$ cat config.mk
export PLATFORM = sky130hd
export DESIGN_NAME = l2_line_buf
export DESIGN_NICKNAME = d
export VERILOG_FILES = /design/src/hw/l2_pkg.sv /design/src/hw/l2_line_buf.sv
export SDC_FILE = /design/constraint.sdc
export NUM_CORES = 1
export LEC_CHECK = 0
export BUFFER_PORTS_ARGS = -buffer_cell sky130_fd_sc_hd__buf_2
export CAP_MARGIN = 20
export CORE_AREA = 2 2 140 142
export DETAILED_ROUTE_END_ITERATION = 8
export DIE_AREA = 0 0 142 144
export GPL_ROUTABILITY_DRIVEN = 0
export PLACE_DENSITY = 0.68
export SYNTH_ARGS = -nofsm -noshare
export SYNTH_HDL_FRONTEND = slang
export SYNTH_SLANG_ARGS = --single-unit
$ cat constraint.sdc
create_clock -name clk -period 1.65 [get_ports clk]
set_input_delay 0.165 -clock clk [delete_from_list [all_inputs] [get_ports clk]]
set_output_delay 0.165 -clock clk [all_outputs]
set_load 0.02 [all_outputs]
$ cat src/hw/l2_pkg.sv
// L2 cache shared types
package l2_pkg;

    localparam int ADDR_W     = 32;
    localparam int LINE_BYTES = 16;
    localparam int OFFS_W     = $clog2(LINE_BYTES);
    localparam int LINE_W     = LINE_BYTES * 8;

    typedef logic [ADDR_W-1:0] addr_t;
    typedef logic [LINE_W-1:0] line_t;
    typedef logic [31:0]       iword_t;

    // Data accesses are 8-byte aligned
    typedef logic [63:0]       dword_t;

    typedef enum logic [2:0] {
        READY,
        FETCH_I,
        LOAD_I,
        FETCH_D,
        LOAD_D,
        WRITE
    } l2_state_e;

endpackage

$ cat src/hw/l2_line_buf.sv
// Single line buffer for one core port
module l2_line_buf
    import l2_pkg::*;
#(
    parameter type word_t = iword_t
) (
    input  logic  clk,
    input  logic  rst_n,
    input  logic  load_i,
    input  addr_t load_addr_i,
    input  line_t load_line_i,
    input  addr_t addr_i,
    output logic  hit_o,
    output word_t word_o,
    output line_t line_o
);

    localparam int WORD_W   = $bits(word_t);
    localparam int WORD_LSB = $clog2(WORD_W / 8);

    logic                     valid_q;
    logic [ADDR_W-1:OFFS_W]   line_addr_q;
    line_t                    line_q;
    logic [OFFS_W-1:WORD_LSB] word_idx;

    always_ff @(posedge clk) begin
        if (!rst_n) begin
            valid_q <= 1'b0;
        end else if (load_i) begin
            valid_q <= 1'b1;
        end
    end

    always_ff @(posedge clk) begin
        if (load_i) begin
            line_addr_q <= load_addr_i[ADDR_W-1:OFFS_W];
            line_q      <= load_line_i;
        end
    end

    assign hit_o    = valid_q && line_addr_q == addr_i[ADDR_W-1:OFFS_W];
    assign word_idx = addr_i[OFFS_W-1:WORD_LSB];
    // Zero when the buffer does not hold the addressed line
    assign word_o   = hit_o ? line_q[int'(word_idx) * WORD_W +: WORD_W] : '0;
    assign line_o   = line_q;

endmodule

* Word-level counts from Yosys, hierarchy flattened
Cells that the tools add are included.
Word-level totals: memory bits (read-only) 0, word-level logic and storage cells 7, output and inout bits 161, bits in latches 0, memory bits (writable) 0, bits in registers 157, memories 0, input port bits 195
Operators by class: equal/unequal tests 1, div/mod/pow operators 0, reduce and logical (&&, ||, !) cells 1, $add $sub $neg 0, shift-type cells 1, bitwise operators 0, magnitude comparators 0, $mul 0, multiplexer cells 1
Operators with widths (count):
- 128-bit by 8-bit variable part select with 32-bit output | 1
- 32-bit 2-to-1 mux | 1
- 28-bit equality test | 1
- 1-bit logical AND | 1

* Longest topological paths before layout
Gate-level depths: netlist of the first run.
depth in word-level cells 3, mapped depth 6

* Worst setup path after synthesis of the first run
Ideal clock, no wire load.
path kind flip-flop to output port, start register line_addr_q[16] in the netlist's numbering, end output word_o[0] in the netlist's numbering, arrival time 1792 ps, buffers on the path 1, stages on the path, launching flop included 6, slack -307 ps, cell sequence edfxtp_1 > xnor2_1 > nand4_1 > or4_1 > buf_6 > nor3b_1
RTL lines:
- start: declaration | RTL line l2_line_buf.sv:22 | logic [ADDR_W-1:OFFS_W] line_addr_q;
- start signal: assignment | RTL line l2_line_buf.sv:36 | line_addr_q <= load_addr_i[ADDR_W-1:OFFS_W];
- end: declaration | RTL line l2_line_buf.sv:14 | output word_t word_o,

==> results of run 1 <==
metal layers:
metal	global-route usage	part of all wire
met1	0.214	0.37
met2	0.340	0.53
met3	0.0583	0.080
met4	0.0737	0.018
met5	0	0.00065
layout by cell type, fill, tap and decap left out:
| cell | synthesis | final |
|---|---|---|
| buf_2 | 4 | 323 |
| dlygate4sd3_1 | 0 | 157 |
| edfxtp_1 | 156 | 156 |
| mux4_2 | 32 | 32 |
| nor3b_4 | 0 | 30 |
| clkbuf_16 | 0 | 17 |
| buf_4 | 0 | 17 |
| buf_6 | 1 | 16 |
| xor2_1 | 15 | 15 |
| xnor2_1 | 13 | 13 |
| buf_12 | 0 | 10 |
| nand4_1 | 4 | 4 |
| clkinv_1 | 0 | 4 |
| bufinv_16 | 0 | 3 |
| inv_6 | 0 | 3 |
| nor4_1 | 3 | 2 |
| nor3b_2 | 29 | 2 |
| clkinv_4 | 0 | 2 |
| clkinvlp_4 | 0 | 2 |
| nor4_2 | 0 | 1 |
| nor3_1 | 1 | 1 |
| nand2_1 | 1 | 1 |
| or4_4 | 0 | 1 |
| nor2_4 | 0 | 1 |
| o21a_1 | 1 | 1 |
| clkinv_2 | 0 | 1 |
| buf_16 | 0 | 1 |
| dfxtp_1 | 1 | 1 |
final cells by class:
type	instances	area, µm²
tap	238	298
fill	1445	8120
clock inverter	15	169
multi-input combinational	104	1640
clock buffer	17	425
sequential	157	4700
timing repair buffer	524	3720
cell families (layout without fill, tap and decap cells):
family,Yosys count,in the layout,synth area share
XOR/XNOR,28,28,0.0394
multiplexers,32,32,0.116
AO/OA/AOI/OAI,1,1,0.00121
AND/OR/NAND/NOR,43,43,0.0721
flip-flops,157,157,0.756
buffers and inverters,14,556,0.0159
synth_stat cells:
cell type	n	share of area
nor3b_2	29	0.058
xor2_1	15	0.021
or4_1	1	0.0012
clkbuf_1	5	0.0030
nor4_1	3	0.0030
o21a_1	1	0.0012
nand4_1	4	0.0040
mux4_2	32	0.12
dfxtp_1	1	0.0032
edfxtp_1	156	0.75
xnor2_1	13	0.018
nor3_1	1	0.00080
buf_2	4	0.0032
buf_6	1	0.0018
nand2_1	1	0.00060
nor2_1	1	0.00060
buf_1	1	0.00060
nor3b_1	3	0.0036
buf_8	3	0.0072
final timing paths:
check | startpoint | to | slack [ns] | cells after the start
worst min-delay path | load_i | line_o[24]$_DFFE_PP_ | 0.17 | 1
worst min register to register | valid_q$_SDFFE_PN0P_ | valid_q$_SDFFE_PN0P_ | 0.47 | 1
worst max-delay path | line_addr_q[18]$_DFFE_PP_ | word_o[13] | -0.79 | 6
worst max register to register | valid_q$_SDFFE_PN0P_ | valid_q$_SDFFE_PN0P_ | 1.07 | 1
power breakdown:
group,switching (W),internal (W)
Combinational,0.000761,0.000866
Clock,0.00161,0.00238
Sequential,0.000166,0.00475
metrics by stage:
stage          std cells  hold WS, ns  TNS (ns)
2_1_floorplan        275        0.264     -6.39
3_3_place_gp         864        0.341    -13.03
3_5_place_dp         864        0.343    -12.47
4_1_cts             1055        0.163    -24.98
5_1_grt             1055        0.168    -27.42
6_report            1055        0.167    -23.97
flip-flops by register name, indices dropped and copies added (netlist names):
signal       count
line_addr_q     28
line_o         128
valid_q          1
timing repair:
action	4_1_cts	5_1_grt
hold buffers	157	0
setup endpoints to repair	33	33
gates resized for setup	35	11
hold endpoints to repair	157	0
gates cloned	1	0
pin swaps	2	2
buffers inserted	1	0
==> summary.md, run 1 <==
| Metric | Value |
|---|---|
| Die Span Y | 144 µm |
| CTS Buf Count | 17 |
| #FFs+latches synth | 157 |
| Pwr dens | 960 nW/µm² |
| Post-synthesis sequential area ratio | 0.756 |
| HPWL after detailed placement | 13.8 mm |
| Crit path DAT | 2.27 ns |
| Slowest Stage Delay on Critical Path | 0.56 ns |
| Post-placement worst setup slack | -0.438 ns |
| Crit path cell chain | xnor2_1, nand4_1, or4_4, buf_12, nor3b_4, buf_4 |
| Clock-pin slew on the worst setup and hold paths | 0.06 ns |
| Largest net degree at the start of global routing | 37 |
| First-pass GRT wire length | 29.1 mm |
| Final Max Tran Viols | 0 |
| Layout area overhead | 76.1% |
| CP delay by family, top | simple AND/OR/NAND/NOR gates |
| Critical Path Slowest Stage Cell | or4_4 |
| Initial antenna violation count | 1 |
| Post-route ant nets | 0 |
| Mapped Nets | 470 |
| Period utilization | 1.48 |
| Setup violations, final | 33 |
| Core ar. | 19,100 µm² |
| Layout Nets | 999 |
| Final critical-path required period | 2.44 ns |
| RSZ-0062 raised after global routing | true |
| Critical path required time | 1.48 ns |
| CTS Sinks | 157 |
| Clock Skew | 0 ns |
| Root Driver | clkbuf_16 |
| Worst ir drop on vdd | 0.000656 V |
| Vias/cell | 4.67 |
| Setup crit start kind | flop |
| Max Cap Violations | 0 |
| Endpoints failing hold | 0 |
| Grt total ovfl | 0 |
| Buf+Inv Stages, Crit Path | 2 |
| Clock Path Buffers | 2 |
| Final Util | 0.575 |
| Die W | 142 µm |
| CP Capture Type | primary output |
| Vias in the first global route | 5,420 |
| Ports | 356 |
| Post-Syn Area | 6230 µm² |
| Power Total | 0.0105 W |
| Crit Path Max Fanout | 18 |
| Skew-Pair Late Insertion Delay | 0.41 ns |
| Failing checks | negative setup slack |
| Number of remaining DRC errors | 0 |
| Synth Instances | 275 |
| FMAX | 0.411 GHz |
| Drt pass-1 iters | 6 |
| Initial core utilization | 0.326 |
| Hold crit path type | in -> reg |
| DRT iter0 DRCs | 230 |
| Port Buffer Count | 349 |
| Tot GR Track Use | 0.190 |
| Relative slew slack | 0.733 |
| Least-Margin Pin Slew | 0.401 ns |
| Total Routed Length | 19.9 mm |
| Final Instance Area | 11,000 µm² |
| Avg Inst Size Synth | 22.6 µm² |
| Dpl cell area | 8620 µm² |
| Die ar. | 20,400 µm² |
| CTS tree | built |
| Ratio of cells with drive above 1 in the final layout | 0.565 |
| WL/cell | 18.8 µm |
| Synth cell types | 19 |
| Htree depth | 4 |
| N_diodes | 0 |
| Setup WS post-layout | -0.785 ns |
| Synthesis warning total | 0 |
| Status | complete, but fails checks |
| Leak | 4.71 nW |
| Crit Path Category | reg -> out |
| Routed via count | 4,925 |
| Std cell rows | 51 |
No activity file was read; power rests on OpenSTA's default activity.
==> run 2, diff against run 1 <==
--- a/config.mk
+++ b/config.mk
@@ -7,11 +7,14 @@
 export LEC_CHECK = 0
 export BUFFER_PORTS_ARGS = -buffer_cell sky130_fd_sc_hd__buf_2
 export CAP_MARGIN = 20
-export CORE_AREA = 2 2 140 142
+export CELL_PAD_IN_SITES_DETAIL_PLACEMENT = 1
+export CELL_PAD_IN_SITES_GLOBAL_PLACEMENT = 1
+export CORE_ASPECT_RATIO = 0.8
+export CORE_MARGIN = 3
+export CORE_UTILIZATION = 32
 export DETAILED_ROUTE_END_ITERATION = 8
-export DIE_AREA = 0 0 142 144
 export GPL_ROUTABILITY_DRIVEN = 0
-export PLACE_DENSITY = 0.68
+export PLACE_DENSITY = 0.8
 export SYNTH_ARGS = -nofsm -noshare
 export SYNTH_HDL_FRONTEND = slang
 export SYNTH_SLANG_ARGS = --single-unit
==> run 2 against run 1 <==
  * The flow still finishes with violations (negative setup slack)
  * Power is 1.9% lower
  * Clock power down 8.0%
  * Worst setup slack worse by 0.10 ns
  * Sequential share of layout area is 0.16 points lower
  * First-iteration DRC count increased by 30%
  * Routed wire length increased by 30%
  * Global-route usage is 4.9 points higher
  * Critical path type unchanged
  * Critical endpoint is now word_o[12]
  * Highest routed layer is now met4
==> summary.md, run 2 (same netlist as run 1, synthesis figures left out) <==
| Metric | Value |
|---|---|
| Least-Margin Pin Slew | 0.504 ns |
| DRT iter0 DRCs | 298 |
| Setup violations, final | 33 |
| Tot GR Track Use | 0.239 |
| Clock Skew | 0 ns |
| Fill count | 1,817 |
| Routed via count | 5,106 |
| Relative slew slack | 0.664 |
| Most common cell after layout, fill and taps aside | buf_2 |
| Layout area overhead | 76.7% |
| Max Cap Violations | 0 |
| Crit Path Category | reg -> out |
| Skew-Pair Late Insertion Delay | 0.42 ns |
| Root Driver | clkbuf_16 |
| Layout Nets | 1,005 |
| Largest net degree at the start of global routing | 43 |
| Worst ir drop on vdd | 0.000591 V |
| Core ar. | 18,600 µm² |
| Endpoints failing hold | 0 |
| Hold Slack | 0.196 ns |
| WL/cell | 23.9 µm |
| N_diodes | 0 |
| Setup WS post-layout | -0.885 ns |
| Vias/cell | 4.75 |
| Initial core utilization | 0.335 |
| CTS Buf Count | 17 |
| Port Buffer Count | 349 |
| Die Span Y | 131 µm |
| Drt pass-1 iters | 6 |
| Post-route ant nets | 0 |
| CTS tree | built |
| Clock-pin slew on the worst setup and hold paths | 0.07 ns |
| Slowest Stage Delay on Critical Path | 0.54 ns |
| Status | complete, but fails checks |
| HPWL after detailed placement | 15.6 mm |
| Vias in the first global route | 5,917 |
| Leak | 4.74 nW |
| Grt total ovfl | 0 |
| Crit path cell chain | xnor2_2, nand4_1, or4_4, buf_12, nor3b_4, buf_4 |
| Critical Path Slowest Stage Cell | or4_4 |
| CP Capture Type | primary output |
| Max reg flops | 128 |
| CTS Sinks | 157 |
| Std cell rows | 44 |
| Failing checks | negative setup slack |
| Die ar. | 21,200 µm² |
| Pwr dens | 938 nW/µm² |
| Initial antenna violation count | 0 |
| Final Max Tran Viols | 0 |
| Ports | 356 |
| Number of remaining DRC errors | 0 |
| Die W | 162 µm |
| FMAX | 0.395 GHz |
| Final critical-path required period | 2.53 ns |
| Period utilization | 1.54 |
| First-pass GRT wire length | 37.0 mm |
| Hold crit path type | in -> reg |
| RSZ-0062 raised after global routing | true |
| Setup crit start kind | flop |
| Final Instance Area | 11,000 µm² |
| Ratio of cells with drive above 1 in the final layout | 0.576 |
| Crit Path Max Fanout | 22 |
| Clock Path Buffers | 2 |
| Commonest cells after routing, fill and taps aside | buf_2 (326), dlygate4sd3_1 (157), edfxtp_1 (156), mux4_2 (32), nor3b_4 (30) |
| Dpl cell area | 8650 µm² |
| Total Routed Length | 25.8 mm |
| Crit path DAT | 2.37 ns |
| Htree depth | 4 |
| Critical path required time | 1.48 ns |
| Power Total | 0.0103 W |
-- run 2: changes by cell type in the layout (fill, tap and decap cells not counted), sizes merged --
cell      delta
bufinv       -3
clkinvlp     +1
inv          +1
buf          +5
clkbuf       +2
-- run 2: through the flow --
stage / util / setup WS [ns] / setup TNS, ns / cells
2_1_floorplan: - / -0.217 / -6.39 / 275
3_3_place_gp: 0.465 / -0.512 / -15.08 / 883
6_report: 0.591 / -0.885 / -27.00 / 1076
5_1_grt: 0.591 / -0.969 / -30.19 / 1076
3_5_place_dp: 0.465 / -0.457 / -12.93 / 883
4_1_cts: 0.584 / -0.853 / -26.43 / 1074
-- run 2: area by class of cell --
class | instances | area [µm²] | area share
flip-flops and latches | 157 | 4700 | 0.428
repair buffers | 530 | 3770 | 0.343
multi-input cells | 104 | 1670 | 0.152
clock buffers | 18 | 429 | 0.0390
well taps | 253 | 317 | 0.0288
clock inverters | 14 | 113 | 0.0102
-- run 2: what timing repair did --
action,4_1_cts,5_1_grt
setup endpoints to repair,33,33
endpoints found under the hold margin,157,0
setup buffers,1,1
pin swaps,1,1
hold buffers,157,0
cloned,1,1
resized for setup,22,23
-- run 2: worst paths after layout --
path / cells past startpoint / slack [ns] / start / endpoint
worst max-delay path: 6 / -0.88 / line_addr_q[6]$_DFFE_PP_ / word_o[12]
worst min-delay path: 1 / 0.20 / load_i / line_addr_q[19]$_DFFE_PP_
worst max register to register: 1 / 1.06 / valid_q$_SDFFE_PN0P_ / valid_q$_SDFFE_PN0P_
worst min register to register: 1 / 0.47 / valid_q$_SDFFE_PN0P_ / valid_q$_SDFFE_PN0P_
-- run 2: per-layer routing --
metal	track usage	wire (µm)	part of all wire	up-vias
li1	-	-	-	2211
met1	0.255	9080	0.35	2523
met2	0.448	14000	0.54	315
met3	0.0791	2130	0.083	57
met4	0.0822	587	0.023	0
met5	0	0	0	-
-- run 2: critical path, delay by kind of cell (launching register included) --
family	cells	cell delay, ns
XOR/XNOR	1	0.16
buffers and inverters	2	0.41
flip-flops	1	0.43
AND/OR/NAND/NOR	3	0.93
-- run 2: report_power, final --
group	total, W	internal (W)	switching, W	leakage, nW
clock network	0.00366	0.00195	0.00171	0.257
logic	0.00172	0.000881	0.000835	2.95
registers	0.00494	0.00475	0.000192	1.54
