--- src/hw/l2_plru.sv ---
// Tree pseudo-LRU replacement
module l2_plru #(
    parameter int  SETS  = 16,
    parameter int  WAYS  = 4,
    localparam int SET_W = $clog2(SETS),
    localparam int WAY_W = $clog2(WAYS)
) (
    input  logic             clk,
    input  logic             rst_n,
    input  logic             touch_i,
    input  logic [SET_W-1:0] touch_set_i,
    input  logic [WAY_W-1:0] touch_way_i,
    input  logic [SET_W-1:0] query_set_i,
    output logic [WAY_W-1:0] victim_way_o
);

    // Heap-ordered nodes, children of n are 2n+1 and 2n+2.
    // Level l decides way bit l, and a set node bit steers to the 2n+1 child.
    logic [WAYS-2:0] tree_q [SETS];
    logic [WAYS-2:0] touched;

    // Point every node on the path away from the touched way
    always_comb begin : touch_path
        int node;
        touched = tree_q[touch_set_i];
        node    = 0;
        for (int l = 0; l < WAY_W; l++) begin
            touched[node] = touch_way_i[l];
            node          = 2 * node + 1 + int'(touch_way_i[l]);
        end
    end

    always_comb begin : victim_walk
        int node;
        victim_way_o = '0;
        node         = 0;
        for (int l = 0; l < WAY_W; l++) begin
            victim_way_o[l] = ~tree_q[query_set_i][node];
            node            = 2 * node + 1 + int'(victim_way_o[l]);
        end
    end

    always_ff @(posedge clk) begin
        if (!rst_n) begin
            for (int s = 0; s < SETS; s++) begin
                tree_q[s] <= '1;
            end
        end else if (touch_i) begin
            tree_q[touch_set_i] <= touched;
        end
    end

endmodule

--- config.mk ---
export PLATFORM = sky130hd
export DESIGN_NAME = l2_plru
export DESIGN_NICKNAME = d
export VERILOG_FILES = /design/src/hw/l2_plru.sv
export SDC_FILE = /design/constraint.sdc
export NUM_CORES = 1
export LEC_CHECK = 0
export ABC_CLOCK_PERIOD_IN_PS = 4400
export BUFFER_PORTS_ARGS = -buffer_cell sky130_fd_sc_hd__buf_2
export CAP_MARGIN = 25
export CORE_MARGIN = 4
export CORE_UTILIZATION = 45
export DETAILED_ROUTE_END_ITERATION = 10
export SKIP_CTS_REPAIR_TIMING = 1
export SLEW_MARGIN = 20
export SYNTH_ARGS = -nofsm -noshare
export SYNTH_HDL_FRONTEND = slang
export SYNTH_SLANG_ARGS = --single-unit
--- constraint.sdc ---
create_clock -name clk -period 4.4 [get_ports clk]
set_input_delay 0.44 -clock clk [delete_from_list [all_inputs] [get_ports clk]]
set_output_delay 0.44 -clock clk [all_outputs]
set_load 0.02 [all_outputs]
## Word-level counts from Yosys, hierarchy flattened

Memories as Yosys holds them, arrays and structs flattened.
Index checks and enable logic that the tools add are counted.

- Register bits: 0
- Bits in latches: 0
- Bits in writable memories: 48
- Bits in read-only memories: 0
- Input bits: 13
- Output and inout bits: 2
- Word-level logic and storage cells: 23
- Memories: 1

Memories:

| name | words | width | rd ports | clocked after memory_dff | write ports | RTL line | RTL |
|---|---|---|---|---|---|---|---|
| tree_q | 16 | 3 | 2 | 0 | 16 | 19 | `logic [WAYS-2:0] tree_q [SETS];` |

- Add/sub/neg operators: 2
- Multipliers: 0
- Divide/modulo/power cells: 0
- $lt $le $gt $ge: 3
- Equal/unequal tests: 0
- Shifts and indexed selects: 0
- Muxes and demuxes: 13
- Bitwise gates (word level): 2
- Reductions and logical operators: 2

Operators by type and width:

| kind | count |
|---|---|
| 1-bit two-way mux | 8 |
| 2-bit by 3-bit < comparator with 1-bit output, second input constant | 2 |
| 1-bit by 1-bit adder with 2-bit output, first input constant | 2 |
| 4-bit two-way mux | 1 |
| 3-bit bitwise mux | 1 |
| 3-bit two-way mux | 1 |
| 3-bit OR reduction | 1 |
| 1-bit binary-select mux with 2-bit select | 1 |
| 1-bit demux with 2-bit select | 1 |
| 2-bit by 1-bit greater-or-equal comparator with 1-bit output, second input constant | 1 |
| 1-bit NOT | 2 |
| 1-bit logical AND | 1 |

## Logic depth before layout (Yosys ltp)

Gate-level depths: netlist (run 1).

- Depth after elaboration: 7
- Gate-level depth with buffers: 7
- Gate-level depth less buffers: 4

## Worst setup path before layout (run 1)

Ideal clock, no wire load.

- Path kind: input -> output
- From: in query_set_i[0]
- To: out victim_way_o[1]
- Arrival: 2054 ps
- Required time: 3960 ps
- Path slack: 1906 ps
- Stages on the path: 5
- Path buffers: 1
- Path through: buf_6 mux4_2 mux2_4 mux2i_4 mux2i_1

- Word-level cells in the longest chain between the ends: 7

Ends and longest elaborated chain:

| item | RTL line | RTL |
|---|---|---|
| start, declared | 13 | `input logic [SET_W-1:0] query_set_i,` |
| memory read 16 x 3 bit | -- |  |
| 1-bit NOT | 38 | `victim_way_o[l] = ~tree_q[query_set_i][node];` |
| via victim_way_o[0] | 14 | `output logic [WAY_W-1:0] victim_way_o` |
| 1-bit by 1-bit adder with 2-bit output | 39 | `node = 2 * node + 1 + int'(victim_way_o[l]);` |
| 1-bit binary-select mux with 2-bit select | 38 |  |
| 1-bit two-way mux (implied by the code) (2 in series) | 38 |  |
| 1-bit NOT | 38 |  |
| end, declared | 14 |  |

The timed path passes the listed nets, and every way through them passes these cells. The select of a mux whose other input is x is not followed.

## Worst setup path after layout (run 1)

- From: in query_set_i[0]
- To: out victim_way_o[1]

- Word-level cells in the longest chain between the ends: 7

Ends and longest elaborated chain:

| item | RTL line |
|---|---|
| memory read 16 x 3 bit * | -- |
| 1-bit NOT | 38 |
| 1-bit by 1-bit adder with 2-bit output | 39 |
| 1-bit binary-select mux with 2-bit select * | 38 |
| 1-bit two-way mux (implied by the code) * (2 in series) | 38 |
| 1-bit NOT * | 38 |

Mark *: on every way between the ends. The rest lies on a longest branch, timed or not. The select of a mux whose other input is x is not followed.

==> impl_metrics.yaml, run 1 <==
clock_network:
  htree_levels: 2
  clock_latency_ns: 0.30
  cts.path.max_buffers: 2
  cts_tree: "done"
  clk_pin_slew_ns: 0.09
  cts-root-buf: "clkbuf_8"
  clkSinkCount: 48
  cts_buffers: 5
cells_and_area:
  largest_reg_flops: 48
  reg.largest.list: "tree_q (48)"
  regMostFlops: "tree_q"
  register_area_um2: 1441
  n_antenna_cell: 0
  fillCellCount: 548
  drive_gt1_frac: 0.1514
  finalNetCount: 230
  syn2layout_area_growth_pct: 4.946
  multiInputGateArea_um2: 1231
critical_path:
  r2r_start: "tree_q[10][2]"
  rr_worst_depth: 4
  worstPathRequired_ns: 3.96
  critPathCaptureType: "output port"
  path_max_fanout: 12
  r2r-end: "tree_q[1][2]"
  critical_path.endpoint: "victim_way_o[1]"
  path_class: "primary input to output port"
  startpoint: "query_set_i[0]"
  start_kind: "primary input"
  worstPathArrival_ns: 2.18
  r2r_slack_ns: 2.22
placement:
  gp_congestion: 0.8263
  port_buffers: 14
  detailedPlace.worstSlack_ns: 1.755
  post-dp-hpwl_um: 4536
grt:
  grt_max_degree: 24
  overflow: 0
  antenna_found_initial: 0
  grt_usage: 0.1923
  grt_pass1_wl_um: 10730
  first_global_vias: 1912
power_and_ir_drop:
  comb_power_share: 0.123
  p_switching_uw: 222.2
  p_leak_nw: 0.7481
  power.total_uw: 881.4
  ir_drop_uv: 130.4
  p_clk_frac: 0.291
  p_per_area_nw_per_um2: 301.8
  p_sw_frac: 0.2521
  p_seq_frac: 0.586
  p_int_uw: 659.2
timing:
  finalSetupTns_ns: 0
  slew_viol_final: 0
  setup_viol: 0
  relSlewSlack: 0.4180
  rsz0062_at_grt: "no"
  skew_ns: 0.007396
  post-route-period-util: 0.5965
  period_needed_ns: 2.625
  max_freq_ghz: 0.3810
  worstMarginPinSlew_ns: 0.8730
  finalHoldViolCount: 0
  finalWorstSetupSlack_ns: 1.775
status:
  outcome: "complete, no violations"
yosys:
  ys_ff_latch: 48
  synth.top_cell.area_share: 0.5180
  yosysMostFrequentCell: "edfxtp_1"
  ys_top_cells_by_area: "edfxtp_1 (52%), mux4_1 (8.5%), mux4_2 (7.3%), a2111oi_0 (5.0%), nand2_1 (5.0%)"
  syn_nets: 232
  syn_inst: 219
  synth_top_area_cell: "edfxtp_1"
  synth_cell_types: 31
  synth_edf_count: 48
  yosys_warnings: 0
  seq_area_frac_synth: 0.5180
  synth_area_um2: 2783
  syn-mean-instance-area_um2: 12.71
  synth_ff_type: "edfxtp_1"
  async_flop_share: 0
  ys_top_cells_by_count: "edfxtp_1 (48), nand2_1 (37), a2111oi_0 (16), clkbuf_1 (15), or3_1 (15)"
detailed_routing:
  wl_per_cell_um: 22.55
  viasPerCell: 6.430
  first_iter_violations: 189
  drt-pass1-iter-count: 4
  num_vias: 1884
  ant_nets: 0
  wirelength_um: 6608
  route.detailed.drc: 0
flow_run:
  drv_cap: 0
worst_hold_path:
  hold_path_class: "primary input to flop"
floorplanning:
  dieWidth_um: 86.64
  pin_count: 15
  start_util: 0.4672
  chipHeight_um: 86.64
  rows: 28
  core_um2: 5956
  dieArea_um2: 7506
-- power by group through the flow --
stage               Clock, mW  Combinational (mW)  Sequential, mW
finish                  0.256               0.109           0.516
CTS                     0.257               0.109           0.517
floorplan                   0              0.0798           0.524
detailed placement          0               0.109           0.527
global placement            0               0.108           0.527
global route            0.285               0.118           0.517
-- worst max-delay path, cell delays in order --
cell and delay, ns:
buf_2 0.32, mux4_1 0.60, mux2_2 0.30, mux2i_4 0.15, mux2i_1 0.19, buf_2 0.18
-- through the flow --
stage / cell area (um2) / hold WS, ns / utilization / std cells
after global routing: 2920 / 0.7253 / 0.4903 / 293
after global placement: 2840 / 0.8599 / 0.4769 / 285
after detailed placement: 2840 / 0.8662 / 0.4769 / 285
final: 2920 / 0.6987 / 0.4903 / 293
after CTS: 2920 / 0.6976 / 0.4903 / 293
after floorplan: 2783 / 0.6876 / - / 219
-- cells by family (layout without fill, tap and decap cells) --
family,Yosys count,after routing,share of synthesized area
AO/OA/AOI/OAI,38,38,0.1057
flip-flops,48,48,0.5180
buffers and inverters,24,23,0.03956
multiplexers,26,26,0.1933
AND/OR/NAND/NOR,83,83,0.1434
-- layer usage --
layer,vias to the layer above,global-route usage,share of wire
li1,871,-,-
met1,934,0.2547,0.41
met2,70,0.3192,0.51
met3,9,0.04373,0.071
met4,0,0.05241,0.012
met5,-,0,0
-- layout by cell type, fill, tap and decap left out --
cell type  Yosys  layout
a21oi_1        2       2
nand4_1        1       1
or4_1          3       3
nand2b_1       4       4
mux4_2         9       9
clkbuf_1      15       2
and2_1         1       1
inv_1          1       1
edfxtp_1      48      48
a221oi_1       1       1
mux2i_1        5       5
mux2i_4        1       1
clkinv_1       0       1
a31oi_4        1       1
a22oi_1        2       2
nor2_1        10      10
nor2b_1        5       5
buf_2          4      14
nand2_1       37      37
or3_1         15      15
clkbuf_8       0       5
o31ai_1        3       3
a2111oi_0     16      16
mux2_4         1       1
or2_1          2       2
mux4_1         9       9
mux2_2         1       1
a32oi_2        1       1
o21ai_0       12      12
nand3_1        5       5
-- area by class of cell --
cell class,instances,area share
multi-input cells,147,0.4216
clock inverters,1,0.001285
repair buffers,14,0.02399
inverters,1,0.001285
clock buffers,7,0.02614
well taps,75,0.03213
flip-flops and latches,48,0.4936
-- how the worst min path moves through the flow --
stage	slack, ns	startpoint	end	cells past startpoint
after floorplan	0.69	touch_way_i[1]	tree_q[0][2]	2
after global placement	0.86	tree_q[4][2]	tree_q[4][2]	3
after detailed placement	0.87	tree_q[6][2]	tree_q[4][2]	3
after CTS	0.70	touch_way_i[1]	tree_q[15][2]	3
after global routing	0.73	touch_way_i[1]	tree_q[6][2]	3
final	0.70	touch_way_i[1]	tree_q[6][2]	3
(Power assumes the default switching activity.)
==> inputs of run 2 (changes only) <==
- ABC_AREA: default -> 1
- ABC_CLOCK_PERIOD_IN_PS: 4400 -> 2400
- clock period: 4.4 -> 2.4 ns (I/O delays scaled with it)
==> impl_metrics.yaml, run 2 <==
status:
  outcome: "complete, no violations"
clock_network:
  cts_tree: "done"
  cts-root-buf: "clkbuf_8"
  htree_levels: 2
  cts_buffers: 5
  clkSinkCount: 48
  cts.path.max_buffers: 2
  clk_pin_slew_ns: 0.08
  clock_latency_ns: 0.30
cells_and_area:
  n_antenna_cell: 0
  finalNetCount: 376
  syn2layout_area_growth_pct: 6.103
  largest_reg_flops: 48
  regMostFlops: "tree_q"
  drive_gt1_frac: 0.1209
  final_common_cell: "nand2_1"
  final_cell_mix: "nand2_1 (168), edfxtp_1 (48), nand3_1 (46), nor2_1 (23), inv_1 (15)"
  reg.largest.list: "tree_q (48)"
  fillCellCount: 603
critical_path:
  path_max_fanout: 12
  startpoint: "query_set_i[1]"
  max_stage_delay_ns: 0.34
  start_kind: "primary input"
  slowest_stage: "inv_1"
  path_cells: "buf_2 -> inv_1 -> nand3_1 -> nand3_1 -> nand3_1 -> nand2_1 -> nand2_1 -> nand2_1 -> buf_2"
  r2r_start: "tree_q[4][1]"
  path_class: "primary input to output port"
  critPathCaptureType: "output port"
  worstPathArrival_ns: 1.49
  worstPathRequired_ns: 2.16
yosys:
  synth_cell_types: 17
  synth_area_um2: 2809
  yosysMostFrequentCell: "nand2_1"
  yosys_warnings: 0
  synth_edf_count: 48
  ys_top_cells_by_area: "edfxtp_1 (51%), nand2_1 (22%), nand3_1 (8.2%), nor2_1 (3.1%), nand2_2 (2.7%)"
  async_flop_share: 0
  synth_top_area_cell: "edfxtp_1"
  syn_inst: 352
  synth.top_cell.area_share: 0.5131
  syn_nets: 365
  synth_ff_type: "edfxtp_1"
  syn-mean-instance-area_um2: 7.980
  seq_area_frac_synth: 0.5131
  ys_top_cells_by_count: "nand2_1 (168), edfxtp_1 (48), nand3_1 (46), nor2_1 (23), inv_1 (15)"
  ys_ff_latch: 48
detailed_routing:
  first_iter_violations: 240
  drt-pass1-iter-count: 4
  wl_per_cell_um: 15.86
  wirelength_um: 6963
  route.detailed.drc: 0
  num_vias: 2266
  ant_nets: 0
  viasPerCell: 5.162
timing:
  period_needed_ns: 1.728
  skew_ns: 0.005070
  rsz0062_at_grt: "no"
  setup_viol: 0
  post-route-period-util: 0.7200
  slew_viol_final: 0
  max_freq_ghz: 0.5787
  hold-worst-slack_ns: 0.4394
  worstMarginPinSlew_ns: 0.5714
  finalHoldViolCount: 0
  relSlewSlack: 0.6180
  finalSetupTns_ns: 0
worst_hold_path:
  holdCritStartpoint: "touch_set_i[3]"
  hold_path_class: "primary input to flop"
floorplanning:
  chipHeight_um: 87.01
  start_util: 0.4689
  dieWidth_um: 87.01
  dieArea_um2: 7570
  core_um2: 5991
  rows: 28
  pin_count: 15
grt:
  grt_usage: 0.2009
  antenna_found_initial: 0
  first_global_vias: 2251
  grt_max_degree: 25
  grt_pass1_wl_um: 11390
  overflow: 0
flow_run:
  drv_cap: 0
power_and_ir_drop:
  p_per_area_nw_per_um2: 563.5
  p_leak_nw: 1.197
  ir_drop_uv: 282.4
placement:
  post-dp-hpwl_um: 5074
  port_buffers: 14
  gp_congestion: 0.9524
## run 2: final timing paths
kind	end	slack (ns)	cells past startpoint
setup / recovery	victim_way_o[1]	0.67	9
hold / removal	tree_q[7][0]	0.44	5
setup reg to reg	tree_q[7][1]	0.68	8
hold reg to reg	tree_q[15][2]	1.06	6
## run 2: cell families (layout without fill, tap and decap cells)
family	after synthesis	in the layout	synth area share
AOI/OAI and AO/OA	18	18	0.04187
buffers and inverters	32	44	0.06503
and+or+nand+nor	254	254	0.3800
DFF	48	48	0.5131
## run 2: routing by layer
layer  part of all wire  global-route usage  vias up
met5                  0                   0        -
met4              0.023             0.06516        0
met3              0.057             0.03595       14
met2               0.46              0.3354       64
met1               0.46              0.2638     1021
li1                   -                   -     1167
## run 2: critical path, delay by kind of cell
family	cells	cell delay, ns
buffers and inverters	3	0.60
and+or+nand+nor	6	0.63
## run 2: through the flow
step | std cells | total power, mW | util | instance area, um2 | setup WS (ns)
3_3_place_gp | 431 | 1.224 | 0.4835 | 2897 | 0.4206
6_report | 439 | 1.679 | 0.4975 | 2980 | 0.6720
2_1_floorplan | 352 | 1.157 | - | 2809 | 0.8367
4_1_cts | 439 | 1.692 | 0.4975 | 2980 | 0.6577
5_1_grt | 439 | 1.768 | 0.4975 | 2980 | 0.5151
3_5_place_dp | 431 | 1.225 | 0.4835 | 2897 | 0.3976
## run 2: layout make-up
class / count / area [um2] / area share
Tap cell: 75 / 93.84 / 0.03149
Sequential cell: 48 / 1441 / 0.4836
Timing Repair Buffer: 19 / 107.6 / 0.03610
Inverter: 17 / 68.82 / 0.02309
Clock buffer: 6 / 72.57 / 0.02435
Multi-Input combinational cell: 272 / 1185 / 0.3976
Clock inverter: 2 / 11.26 / 0.003778
## run 2: power by group
part	internal [mW]	switching [mW]	total (mW)	leakage, nW
registers	0.942	0.00910	0.951	0.392
clock network	0.203	0.271	0.474	0.0388
logic	0.0733	0.182	0.255	0.766
