==> src/hw/l2_pkg.sv <==
// L2 cache shared types
package l2_pkg;

    localparam int ADDR_W     = 32;
    localparam int LINE_BYTES = 16;
    localparam int OFFS_W     = $clog2(LINE_BYTES);
    localparam int LINE_W     = LINE_BYTES * 8;

    typedef logic [ADDR_W-1:0] addr_t;
    typedef logic [LINE_W-1:0] line_t;
    typedef logic [31:0]       iword_t;

    // Data accesses are 8-byte aligned
    typedef logic [63:0]       dword_t;

    typedef enum logic [2:0] {
        READY,
        FETCH_I,
        LOAD_I,
        FETCH_D,
        LOAD_D,
        WRITE
    } l2_state_e;

endpackage

==> src/hw/l2_ctrl.sv <==
// L2 cache controller
module l2_ctrl
    import l2_pkg::*;
#(
    parameter int  SETS  = 16,
    parameter int  WAYS  = 4,
    localparam int SET_W = $clog2(SETS),
    localparam int WAY_W = $clog2(WAYS),
    localparam int TAG_W = ADDR_W - SET_W - OFFS_W,
    localparam int IDX_W = SET_W + WAY_W
) (
    input  logic             clk,
    input  logic             rst_n,
    input  logic             i_rd_i,
    input  addr_t            i_addr_i,
    input  logic             d_rd_i,
    input  logic             d_wr_i,
    input  addr_t            d_addr_i,
    input  dword_t           d_wdata_i,
    input  logic             i_buf_hit_i,
    input  logic             d_buf_hit_i,
    input  logic             i_tag_hit_i,
    input  logic [WAY_W-1:0] i_hit_way_i,
    input  logic             d_tag_hit_i,
    input  logic [WAY_W-1:0] d_hit_way_i,
    input  logic [WAY_W-1:0] victim_way_i,
    input  logic             mem_dv_i,
    input  line_t            mem_rdata_i,
    input  line_t            rd_line_i,
    input  line_t            d_buf_line_i,
    output logic             stall_o,
    output addr_t            mem_addr_o,
    output logic             mem_rd_o,
    output logic             mem_wr_o,
    output line_t            mem_wdata_o,
    output logic             arr_rd_en_o,
    output logic [IDX_W-1:0] arr_rd_idx_o,
    output logic             arr_wr_en_o,
    output logic [SET_W-1:0] arr_wr_set_o,
    output logic [WAY_W-1:0] arr_wr_way_o,
    output line_t            arr_wr_line_o,
    output logic             tag_wr_en_o,
    output logic [SET_W-1:0] tag_wr_set_o,
    output logic [WAY_W-1:0] tag_wr_way_o,
    output logic [TAG_W-1:0] tag_wr_tag_o,
    output logic             lru_touch_o,
    output logic [SET_W-1:0] lru_set_o,
    output logic [WAY_W-1:0] lru_way_o,
    output logic             i_buf_load_o,
    output logic             d_buf_load_o,
    output line_t            buf_line_o,
    output addr_t            buf_addr_o
);

    localparam int DWORD_W  = $bits(dword_t);
    localparam int DWORD_LSB = $clog2(DWORD_W / 8);

    l2_state_e        state_q;
    l2_state_e        state_d;
    logic             wr_done_q;
    logic [WAY_W-1:0] way_q;

    logic             i_miss;
    logic             d_rd_miss;
    logic             d_wr_pend;
    logic             use_i;
    logic             go;
    logic             tag_hit;
    logic             fetch;
    logic             fill;
    logic [WAY_W-1:0] hit_way;
    logic [WAY_W-1:0] sel_way;
    addr_t            act_addr;
    addr_t            line_addr;
    logic [SET_W-1:0] act_set;
    line_t            merged;

    assign i_miss    = i_rd_i && !i_buf_hit_i;
    assign d_rd_miss = d_rd_i && !d_buf_hit_i;
    // A write stays pending until the cycle after WRITE
    assign d_wr_pend = d_wr_i && !wr_done_q;
    assign stall_o   = d_rd_miss || d_wr_pend;

    // Instruction misses win arbitration in READY
    assign use_i     = (state_q == READY) ? i_miss
                     : (state_q == FETCH_I || state_q == LOAD_I);
    assign go        = state_q == READY && (i_miss || d_rd_miss || d_wr_pend);
    assign act_addr  = use_i ? i_addr_i : d_addr_i;
    assign line_addr = {act_addr[ADDR_W-1:OFFS_W], {OFFS_W{1'b0}}};
    assign act_set   = act_addr[OFFS_W +: SET_W];
    assign tag_hit   = use_i ? i_tag_hit_i : d_tag_hit_i;
    assign hit_way   = use_i ? i_hit_way_i : d_hit_way_i;
    assign sel_way   = tag_hit ? hit_way : victim_way_i;
    assign fetch     = state_q == FETCH_I || state_q == FETCH_D;
    assign fill      = fetch && mem_dv_i;

    // Pending data word merged into the buffered line
    always_comb begin
        merged = d_buf_line_i;
        merged[int'(d_addr_i[OFFS_W-1:DWORD_LSB]) * DWORD_W +: DWORD_W] = d_wdata_i;
    end

    always_comb begin
        state_d = state_q;
        case (state_q)
            READY: begin
                if (i_miss) begin
                    state_d = i_tag_hit_i ? LOAD_I : FETCH_I;
                end else if (d_rd_miss || d_wr_pend) begin
                    state_d = d_tag_hit_i ? LOAD_D : FETCH_D;
                end
            end
            FETCH_I: begin
                if (mem_dv_i) begin
                    state_d = READY;
                end
            end
            FETCH_D: begin
                if (mem_dv_i) begin
                    state_d = d_wr_i ? WRITE : READY;
                end
            end
            LOAD_I:  state_d = READY;
            LOAD_D:  state_d = d_wr_i ? WRITE : READY;
            default: state_d = READY;
        endcase
    end

    always_ff @(posedge clk) begin
        if (!rst_n) begin
            state_q   <= READY;
            wr_done_q <= 1'b0;
        end else begin
            state_q   <= state_d;
            wr_done_q <= state_q == WRITE;
        end
    end

    // Way chosen at lookup, kept for the fill and the merge
    always_ff @(posedge clk) begin
        if (go) begin
            way_q <= sel_way;
        end
    end

    assign mem_addr_o    = line_addr;
    assign mem_rd_o      = fetch;
    assign mem_wr_o      = state_q == WRITE;
    assign mem_wdata_o   = merged;

    // Hit lookups read the array while still in READY
    assign arr_rd_en_o   = go && tag_hit;
    assign arr_rd_idx_o  = {act_set, hit_way};
    assign arr_wr_en_o   = fill || state_q == WRITE;
    assign arr_wr_set_o  = act_set;
    assign arr_wr_way_o  = way_q;
    assign arr_wr_line_o = (state_q == WRITE) ? merged : mem_rdata_i;

    assign tag_wr_en_o   = fill;
    assign tag_wr_set_o  = act_set;
    assign tag_wr_way_o  = way_q;
    assign tag_wr_tag_o  = act_addr[ADDR_W-1 -: TAG_W];

    assign lru_touch_o   = go;
    assign lru_set_o     = act_set;
    assign lru_way_o     = sel_way;

    // The instruction copy takes the merged line too, so it never goes stale
    assign i_buf_load_o  = (fill && state_q == FETCH_I) || state_q == LOAD_I
                         || state_q == WRITE;
    assign d_buf_load_o  = (fill && state_q == FETCH_D) || state_q == LOAD_D
                         || state_q == WRITE;
    assign buf_line_o    = (state_q == WRITE) ? merged : fetch ? mem_rdata_i : rd_line_i;
    assign buf_addr_o    = line_addr;

endmodule

==> config.mk <==
export PLATFORM = sky130hd
export DESIGN_NAME = l2_ctrl
export DESIGN_NICKNAME = d
export VERILOG_FILES = /design/src/hw/l2_pkg.sv /design/src/hw/l2_ctrl.sv
export SDC_FILE = /design/constraint.sdc
export NUM_CORES = 1
export LEC_CHECK = 0
export BUFFER_PORTS_ARGS = -buffer_cell sky130_fd_sc_hd__buf_2
export CORE_AREA = 2 2 404 406
export CTS_CLUSTER_SIZE = 30
export DETAILED_ROUTE_END_ITERATION = 8
export DIE_AREA = 0 0 406 408
export SYNTH_ARGS = -nofsm -noshare
export SYNTH_HDL_FRONTEND = slang
export SYNTH_SLANG_ARGS = --single-unit
==> constraint.sdc <==
create_clock -name clk -period 1.56 [get_ports clk]
set_input_delay 0.078 -clock clk [delete_from_list [all_inputs] [get_ports clk]]
set_output_delay 0.078 -clock clk [all_outputs]
set_load 0.1 [all_outputs]
Word-level counts from Yosys, hierarchy flattened:

Index checks and enable logic that the tools add are counted.

* $add $sub $neg: 1
* eq/ne operators: 8
* shift operators: 2
* multiplexer cells: 17
* reductions and logical operators: 23

Operator list (number)
* $mux W128: 3
* $bwmux W128: 1
* $shift A64 B33 Y128 const A: 1
* $shiftx A64 B33 Y128: 1
* $neg A7 Y33: 1
* $mux W32: 1
* $mux W3: 6
* $pmux W3 S4: 1
* $logic_or A1 B1 Y1: 10
* $logic_and A1 B1 Y1: 8
* $eq A3 B2 Y1 const B: 2
* $eq A3 B3 Y1 const B: 2
* $mux W2: 3
* $ne A2 B2 Y1 const B: 2
* $eq A3 B1 Y1 const B: 1
* $logic_not A1 Y1: 3
* $logic_not A3 Y1: 1
* $ne A3 B3 Y1 const B: 1
* $reduce_and A3 Y1: 1
* $mux W1: 2

* flip-flop bits (word level): 6
* bits of input ports: 528
* output and inout bits: 505
* logic and storage cells: 54

Logic depth before layout (Yosys ltp):

Gate-level depths: netlist of run 1.

* depth after elaboration: 6
* depth in mapped cells: 8
* depth with buffers taken out: 5

Worst setup path before layout of run 1:

No wires, ideal clock.

* path type: flip-flop to output port
* start: reg state_q[0]
* end: out buf_line_o[119]
* arrival: 2.994 ns
* required time: 1.482 ns
* path slack: -1.512 ns
* cell stages (with the launch flop): 8
* buffers on the path: 3
* cells stage by stage: dfxtp_1 -> buf_6 -> nand2b_1 -> buf_2 -> inv_2 -> buf_2 -> nand2_1 -> a31oi_1

* word-level cells in the longest chain between the ends: 4
* elaborated cells on any way between the ends: 6
* classes of those cells: eq/ne (3); mux (2); reduce/logical (1)

Ends and longest elaborated chain
* start, declared: RTL line l2_ctrl.sv:58 `l2_state_e state_q;`
* start signal, assigned: RTL line l2_ctrl.sv:134 `state_q <= state_d;`
* $eq A3 B1 Y1 / $eq A3 B2 Y1 (equally long branches): RTL line l2_ctrl.sv:94 `assign fetch = state_q == FETCH_I || state_q == FETCH_D;`
* $logic_or A1 B1 Y1 (*): RTL line l2_ctrl.sv:94
* net mem_rd_o: RTL line l2_ctrl.sv:33 `output logic mem_rd_o,`
* $mux W128 (*) (2 in a row): RTL line l2_ctrl.sv:173 `assign buf_line_o = (state_q == WRITE) ? merged : fetch ? mem_rdata_i : rd_line_i;`
* end, declared: RTL line l2_ctrl.sv:51 `output line_t buf_line_o,`

Mark *: on every way through the listed nets, which the timed path passes. The rest lies on a longest branch.

Worst setup path after layout of run 1:

* start: reg state_q[1]
* end: out tag_wr_tag_o[18]

* word-level cells in the longest chain between the ends: 4
* elaborated cells on any way between the ends: 6
* classes of those cells: eq/ne (2); mux (2); reduce/logical (2)

Ends and longest elaborated chain
* $eq A3 B1 Y1 / $eq A3 B2 Y1 (equally long branches): RTL line l2_ctrl.sv:86 `: (state_q == FETCH_I || state_q == LOAD_I);`
* $logic_or A1 B1 Y1: RTL line l2_ctrl.sv:86
* $mux W1 (*): RTL line l2_ctrl.sv:85 `assign use_i = (state_q == READY) ? i_miss`
* $mux W32 (*): RTL line l2_ctrl.sv:88 `assign act_addr = use_i ? i_addr_i : d_addr_i;`
* end, declared: RTL line l2_ctrl.sv:45 `output logic [TAG_W-1:0] tag_wr_tag_o,`

Every way passes the cells marked *; elsewhere a longest branch is shown, timed or not.

==> reports/metrics.yaml, run 1 <==
status: "finished with violations"
violations: "negative setup slack"
timing.final.ws_setup_ns: -0.5520
fp.dieW_um: 406
grt_max_degree: 35
path_clk_slew_ns: 0.04
rsz0062_at_grt: "true"
antenna_found_initial: 148
synth-main-ff-cell: "dfxtp_1"
nets: 2998
yosysSeqAreaShare: 0.02148
hold_violations: 0
dr.pass1.iters: 5
async_flop_share: 0
ys_warn_count: 0
hold_buffers: 0
cts_htree_levels: 1
coreArea_mm2: 0.1617
yosysUniqueCellTypes: 37
fmax_ghz: 0.4735
final_core_util: 0.1893
hpwl_um: 125500
root_buffer: "clkbuf_16"
maxCapViolCount: 0
syn_area_mm2: 0.006525
synth_seq_cells: 6
grt_pass1_wl_um: 174400
first_global_vias: 15140
wl_per_cell_um: 30.69
stdcell_area_mm2: 0.03059
n_fill_cell: 17740
drive_above_1_share: 0.8558
hold_path_class: "in2reg"
post-route-min-period_ns: 2.112
clock_path_buffers: 2
clock_sinks: 6
path_max_fanout: 6
place.gp.congestion: 0.9759
syn_to_final_growth_pct: 368.9
dieArea_mm2: 0.1656
wl_um: 143500
io_buffers: 1017
start_kind: "flip-flop"
final-setup-viol-count: 370
vias: 15130
worstPathRequired_ns: 1.48
timing.final.crit_share: 1.354
grt_usage: 0.1630
p_per_area_mw_per_mm2: 999.3
placed_area_mm2: 0.02772
leakagePower_nw: 13.38
num_rows: 148
worstSetupPathType: "reg2out"
clock-skew-final_ns: 0.008947
initial_core_util: 0.04036
overflow: 0
critPathCaptureType: "output pin"
antenna_left: 0
drtIter0Drc: 965
cp.arrival_ns: 2.03
viasPerCell: 3.237
clk_latency_ns: 0.24
cts_buffers: 3
drc: 0
chipHeight_um: 408
hold_slack_ns: 0.1268
dpl_worst_slack_ns: -0.6750
syn_inst: 1149
ir_drop_uv: 873.0
tritoncts: "done"
avgSynthCellArea_um2: 5.679
slew_violations: 0
synth_edf_count: 2
pin_count: 1033
[layout by cell type (no fill, tap or decap), types with 2 or more instances in the layout]
cell         n
nand3_1      2
a31oi_4    128
buf_4      315
nand3b_1     2
nand2b_1     3
buf_2      521
nand2_4     34
a21oi_1      2
inv_1        2
diode_2     31
mux2_4     158
buf_6       56
nor2_4     214
buf_8       16
conb_1       8
nand2_1    209
clkinv_8     2
clkinv_16    3
nor2b_4      2
dfxtp_4      3
o221a_4      2
nor2_1     110
edfxtp_1     2
o21ai_0      2
buf_12     522
bufbuf_16    2
clkbuf_16   16
nor2_2      61
nand2_2     19
buf_16      28
[cell families (layout without fill, tap and decap cells)]
group,count (synthesis),in the layout,synth area share
AO/OA/AOI/OAI,144,144,0.1430
buffers and inverters,173,1486,0.1680
flip-flops,6,6,0.02148
multiplexers,159,159,0.2750
other,1,39,0.0005747
AND/OR/NAND/NOR,666,666,0.3919
[where the power goes]
part           leakage, nW  switching [mW]  total [mW]  internal [mW]
registers           0.0539          0.0427       0.236          0.194
clock network       0.0383           0.114       0.456          0.342
logic                 13.3            19.3        29.9           10.5
[stage by stage]
stage / power (mW) / std cells / setup TNS [ns]
3_3_place_gp: 28.61 / 4549 / -92.14
6_report: 30.57 / 4675 / -161.02
4_1_cts: 30.24 / 4617 / -174.44
2_1_floorplan: 18.49 / 1156 / -56.01
5_1_grt: 31.17 / 4662 / -179.02
3_5_place_dp: 28.63 / 4549 / -96.74
[cells in the mapped netlist (3+ instances only)]
master / n / area, um2
nor2_1: 385 / 1445
nand2_1: 262 / 983.4
mux2_2: 158 / 1779
a31oi_1: 129 / 807.0
buf_4: 91 / 683.2
buf_2: 54 / 270.3
clkbuf_1: 18 / 67.56
buf_6: 5 / 56.30
dfxtp_1: 4 / 80.08
nand2b_1: 4 / 25.02
inv_1: 3 / 11.26
o21ai_0: 3 / 15.01
[repair_timing]
item                                    4_1_cts  5_1_grt
endpoints found under the setup margin      370      374
cloned                                       19       15
gates resized for setup                     193      188
setup buffers                                55       17
pin swaps                                    50       72
[worst paths after layout]
check	startpoint	to	slack (ns)	cells after the start
setup / recovery	state_q[1]$_SDFFE_PN0P_	tag_wr_tag_o[18]	-0.55	8
hold / removal	rst_n	state_q[0]$_SDFFE_PN0P_	0.13	3
setup reg to reg	state_q[1]$_SDFFE_PN0P_	arr_wr_way_o[0]$_DFFE_PP_	-0.26	5
hold reg to reg	state_q[1]$_SDFFE_PN0P_	state_q[1]$_SDFFE_PN0P_	0.70	3
[sequential cells by signal, indices dropped and copies added (netlist names)]
signal,cells
state_q,3
arr_wr_way_o,2
wr_done_q,1
[worst max-delay path, stage by stage (launching register included)]
cell and delay, ns:
dfxtp_4 0.35, buf_4 0.14, a21oi_4 0.16, o31ai_4 0.11, buf_4 0.16, clkbuf_16 0.15
buf_4 0.13, mux2_4 0.38, buf_12 0.20
[routing by layer]
metal  share of wire  up-vias  routed length [um]  track usage
li1                -     6452                   -            -
met1            0.41     7345               59220       0.2022
met3           0.068      354                9810      0.03780
met4           0.046       14                6607      0.04698
met5         0.00067        -                  96            0
met2            0.47      968               67770       0.2782
[layout make-up]
class,instances,area (um2),share of cell area
clock buffer,4,78.83,0.002576
timing repair buffer,1473,17450,0.5705
antenna,31,77.57,0.002536
timing repair inverter,4,73.82,0.002413
sequential,6,151.4,0.004948
inverter,5,85.08,0.002781
tap,2175,2721,0.08895
multi-input combinational,977,9952,0.3253
(Power assumes the default switching activity.)
==> run 2, diff against run 1 <==
- ABC_AREA: default -> 1
==> run 2 against run 1 <==
Design area grew 3.4%. The flow still finishes with violations (negative setup slack). Critical endpoint is now buf_line_o[27]. Worst setup slack better by 0.0093 ns. Clock skew decreased by 0.0011 ns. Combinational power increased by 63%. Register-to-register slack improved by 0.02 ns. Utilization is 0.64 points higher. Clock power is 1% higher. Sequential share of layout area about the same.
==> reports/metrics.yaml, run 2 <==
syn_to_final_growth_pct: 383.3
yosysUniqueCellTypes: 21
yosysSeqAreaShare: 0.02141
vias: 15880
grt_usage: 0.1541
drive_above_1_share: 0.7607
nets: 3208
hold_slack_ns: 0.1109
synth_seq_cells: 6
async_flop_share: 0
dr.pass1.iters: 6
synth_top_family_by_area: "compound AO/OA/AOI/OAI gates"
io_buffers: 1017
timing.final.ws_setup_ns: -0.5427
worstSetupPathType: "reg2out"
first_global_vias: 16090
wl_per_cell_um: 27.58
viasPerCell: 3.266
cts_buffers: 3
tritoncts: "done"
critPathCaptureType: "output pin"
slew_headroom: 0.5252
coreArea_mm2: 0.1617
synth_xor_area_frac: 0
fp.dieW_um: 406
cp.arrival_ns: 2.02
clock_sinks: 6
wl_um: 134100
leakagePower_nw: 14.44
p_per_area_mw_per_mm2: 1562
cp_cell_sequence: "inv_4 > nand2_8 > nor2_4 > buf_12 > buf_16 > buf_16 > buf_12 > nand2_4 > o211ai_1 > clkbuf_16"
chipHeight_um: 408
yosys.area.top_type_share: 0.1612
final_core_util: 0.1957
layout_commonest_cell: "buf_2"
hold_violations: 0
slew_violations: 0
largest_reg_flops: 3
ir_drop_uv: 1439
synth-main-ff-cell: "dfxtp_1"
worst_pin_slew_ns: 0.7074
root_buffer: "clkbuf_16"
synth_most_common_cell: "nand2_1"
yosys.area_share.simple: 0.3384
overflow: 0
fmax_ghz: 0.4756
violations: "negative setup slack"
n_fill_cell: 17670
syn_inst: 1318
muxShareOfSynthArea: 0
post-route-min-period_ns: 2.103
clock-skew-final_ns: 0.007887
avgSynthCellArea_um2: 4.965
place.gp.congestion: 0.9052
stdcell_area_mm2: 0.03163
antenna_found_initial: 74
drtIter0Drc: 841
critPathSlowestCell: "dfxtp_4"
yosys.area.top_type: "nand2_1"
placed_area_mm2: 0.02704
synth_compound_area_frac: 0.3457
final-setup-viol-count: 379
antenna_left: 0
pin_count: 1033
hpwl_um: 116000
initial_core_util: 0.04048
dpl.cell_count: 4711
grt_max_degree: 39
synthTopCellsByCount: "nand2_1, inv_1, o21ai_0"
clk_latency_ns: 0.24
rsz0062_at_grt: "true"
seqCellArea_um2: 151.4
top_register: "state_q"
multi_input_area_mm2: 0.009170
dieArea_mm2: 0.1656
ys_warn_count: 0
num_rows: 148
grt_pass1_wl_um: 168000
drc: 0
synth.area.top_cells: "nand2_1, o211ai_1, o21ai_0"
hold_buffers: 0
yosys.area_share.adder: 0
hold_path_class: "in2reg"
syn_area_mm2: 0.006544
start_kind: "flip-flop"
path_clk_slew_ns: 0.04
worstPathRequired_ns: 1.48
stdcell_count: 4863
path_max_fanout: 8
synth_edf_count: 2
status: "finished with violations"
maxCapViolCount: 0
slowest_delay_ns: 0.35
final_cell_mix: "buf_2, buf_12, buf_4"
cts_htree_levels: 1
timing.final.crit_share: 1.348
clock_path_buffers: 2
run 2: metal layers:
| metal | part of all wire | track usage | vias up | routed length [um] |
|---|---|---|---|---|
| li1 | - | - | 7046 | - |
| met1 | 0.42 | 0.1995 | 7701 | 56460 |
| met3 | 0.064 | 0.02248 | 233 | 8622 |
| met2 | 0.48 | 0.2664 | 898 | 64180 |
| met5 | 0.00019 | 0 | - | 26 |
| met4 | 0.036 | 0.03628 | 4 | 4849 |
run 2: what timing repair did:
action / in CTS / in global routing
buffers inserted: 88 / 41
pin swaps: 168 / 82
setup endpoints to repair: 376 / 385
gates cloned: 30 / 6
resized for setup: 500 / 147
run 2: critical path: cells and delay by family, from the launching register on:
| family | cells | cell delay [ns] |
|---|---|---|
| simple gates | 3 | 0.20 |
| buf+inv | 6 | 0.97 |
| compound gates | 1 | 0.21 |
| flops | 1 | 0.35 |
run 2: per-stage QoR:
step / power (mW) / setup WS [ns] / TNS, ns
after floorplan: 28.47 / -1.374 / -226.73
after global placement: 44.67 / -0.4182 / -67.33
after detailed placement: 44.68 / -0.3904 / -62.51
after CTS: 48.98 / -0.5399 / -143.90
after global routing: 50.50 / -0.6087 / -158.61
final: 49.41 / -0.5427 / -134.18
run 2: logic make-up (layout without fill, tap and decap cells):
family,Yosys count,in the layout
flip-flops,6,6
AO/OA/AOI/OAI,387,387
other,1,17
buffers and inverters,394,1748
AND/OR/NAND/NOR,530,530
run 2: path summary, 6_finish.rpt:
check / startpoint / to / slack [ns] / cells after the start
min: rst_n / state_q[1]$_SDFFE_PN0P_ / 0.11 / 3
max reg2reg: state_q[1]$_SDFFE_PN0P_ / arr_wr_way_o[0]$_DFFE_PP_ / -0.24 / 10
max: state_q[1]$_SDFFE_PN0P_ / buf_line_o[27] / -0.54 / 10
min reg2reg: wr_done_q$_SDFF_PN0_ / state_q[0]$_SDFFE_PN0P_ / 0.77 / 7
run 2: area by class of cell:
| type | instances | share of cell area |
|---|---|---|
| antenna | 9 | 0.0007121 |
| clock buffer | 4 | 0.002492 |
| inverter | 209 | 0.02619 |
| multi-input combinational | 925 | 0.2899 |
| sequential | 6 | 0.004787 |
| tap | 2175 | 0.08604 |
| timing repair buffer | 1531 | 0.5874 |
| timing repair inverter | 4 | 0.002453 |
run 2: power breakdown:
group | total, mW | leakage (nW) | internal, mW | switching (mW)
combinational | 48.7 | 14.3 | 16.8 | 31.9
sequential | 0.267 | 0.0544 | 0.222 | 0.0447
clock | 0.462 | 0.0382 | 0.342 | 0.120
total | 49.4 | 14.4 | 17.3 | 32.1
==> run 3, diff against run 2 <==
- CORE_AREA: 2 2 404 406 -> 2 2 407 409
- DIE_AREA: 0 0 406 408 -> 0 0 409 411
- clock period: 1.56 -> 2.35 ns (I/O delays scaled with it)
==> run 3 against run 2 <==
The flow now finishes without violations. Die area up 1.5%. First-iteration DRC count rose by 130%. Sequential cell count did not move. Worst setup slack better by 0.55 ns. Final cell count down 7.9%. Via count decreased by 5.5%. Utilization shrank 6.1 points. Global-route usage grew 0.74 points. Register-to-register slack better by 0.70 ns. Count of clock-buffer cells in the layout unchanged. Combinational power shrank 42%. Critical endpoint is now arr_wr_line_o[8]. Largest cell class unchanged. Largest power group unchanged.
==> reports/metrics.yaml, run 3 (same netlist as run 2, synthesis figures left out) <==
status: "finished, final reports clean"
hold_violations: 0
clk_latency_ns: 0.29
hpwl_um: 134700
cp.arrival_ns: 2.23
crit_top_cell: "buf_12"
leakagePower_nw: 9.999
largest_reg_flops: 3
first_global_vias: 13140
slew_headroom: 0.3609
worst_pin_slew_ns: 0.9487
ir_drop_uv: 606.9
cts_buffers: 3
startpoint: "state_q[1]$_SDFFE_PN0P_"
dr.pass1.iters: 8
fp.dieW_um: 409
drive_above_1_share: 0.5916
r2r-start: "state_q[1]$_SDFFE_PN0P_"
viasPerCell: 3.351
maxCapViolCount: 0
stdcell_count: 4479
antenna_found_initial: 183
drc: 0
slew_violations: 0
worstSetupPathType: "reg2out"
wl_um: 143400
critPathSlowestCell: "o21ai_0"
slowest_delay_ns: 0.49
worstPathRequired_ns: 2.23
num_rows: 149
vias: 15010
final_core_util: 0.1350
initial_core_util: 0.03993
start_kind: "flip-flop"
hold_buffers: 0
tritoncts: "done"
final_cell_mix: "buf_2, buf_12, nand2_1"
layout_commonest_cell: "buf_2"
fmax_ghz: 0.4268
timing.final.crit_share: 0.9970
dpl.cell_count: 4429
rsz0062_at_grt: "true"
cts_htree_levels: 1
critPathCaptureType: "output pin"
p_per_area_mw_per_mm2: 1297
place.gp.congestion: 1.111
syn_to_final_growth_pct: 238.1
final-setup-viol-count: 0
overflow: 0
n_fill_cell: 18730
clock_path_buffers: 2
hold_start: "rst_n"
wl_per_cell_um: 32.03
pin_count: 1033
chipHeight_um: 411
io_buffers: 1017
top_register: "state_q"
root_buffer: "clkbuf_16"
clock-skew-final_ns: 0.02841
drtIter0Drc: 1930
clock_sinks: 6
post-route-min-period_ns: 2.343
cp_cell_sequence: "inv_2 > nand2_8 > nor2_4 > buf_12 > buf_16 > o21ai_0 > buf_12"
antenna_left: 0
nets: 2777
grt_pass1_wl_um: 170900
grt_usage: 0.1615
hold_path_class: "in2reg"
path_max_fanout: 29
path_clk_slew_ns: 0.08
dieArea_mm2: 0.1681
coreArea_mm2: 0.1639
grt_max_degree: 68
==> run 3: stage by stage <==
step | worst slack (ns) | total power [mW] | cell area, um2 | TNS, ns | hold WS (ns)
after detailed placement | 0.2595 | 28.50 | 21850 | 0 | 0.3985
after floorplan | -0.7281 | 16.96 | 7772 | -99.21 | 0.2331
after CTS | 0.001624 | 29.08 | 22030 | 0 | 0.07649
after global routing | -0.005008 | 29.41 | 22070 | -0.005008 | 0.09804
after global placement | 0.2662 | 28.50 | 21850 | 0 | 0.3920
final | 0.006980 | 28.69 | 22130 | 0 | 0.1101
==> run 3: critical path, delay by kind of cell, from the launching register on <==
kind / cells / cell delay, ns
AOI/OAI and AO/OA: 1 / 0.49
DFF: 1 / 0.39
and+or+nand+nor: 2 / 0.12
buffers and inverters: 4 / 0.76
==> run 3: power breakdown <==
group	total [mW]	leakage (nW)	switching, mW	internal [mW]
Combinational	28.1	9.91	20.1	8.05
Sequential	0.171	0.0531	0.0282	0.143
Clock	0.394	0.0384	0.161	0.232
==> run 3: path summary, 6_finish.rpt <==
path                                             endpoint  slack [ns]  cells after the start
worst min register to register    state_q[1]$_SDFFE_PN0P_        0.69                      3
worst max-delay path                     arr_wr_line_o[8]       0.007                      7
worst max register to register  arr_wr_way_o[0]$_DFFE_PP_        0.46                     11
worst min-delay path              state_q[1]$_SDFFE_PN0P_        0.11                      3
==> run 3: final cells by class <==
cell class	instances	area, um2	area share
timing repair buffer	1103	12620	0.5701
timing repair inverter	1	8.758	0.0003958
clock buffer	4	78.83	0.003562
inverter	209	797.0	0.03602
sequential	6	142.6	0.006446
antenna	42	105.1	0.004750
multi-input combinational	925	5640	0.2549
tap	2189	2739	0.1238
==> run 3: metal layers <==
layer  vias up  GRT usage  share of wire  wire [um]
li1       6212          -              -          -
met1      6851     0.1623           0.32      45960
met2      1434     0.2689           0.47      67140
met3       420     0.1041           0.16      22760
met4        94    0.05713          0.047       6722
met5         -          0         0.0060        863
==> run 3: timing repair <==
| item | in CTS | in global routing |
|---|---|---|
| cloned | 2 | 0 |
| setup buffers | 2 | 0 |
| endpoints found under the setup margin | 18 | 4 |
| pin swaps | 3 | 1 |
| gates resized for setup | 10 | 2 |
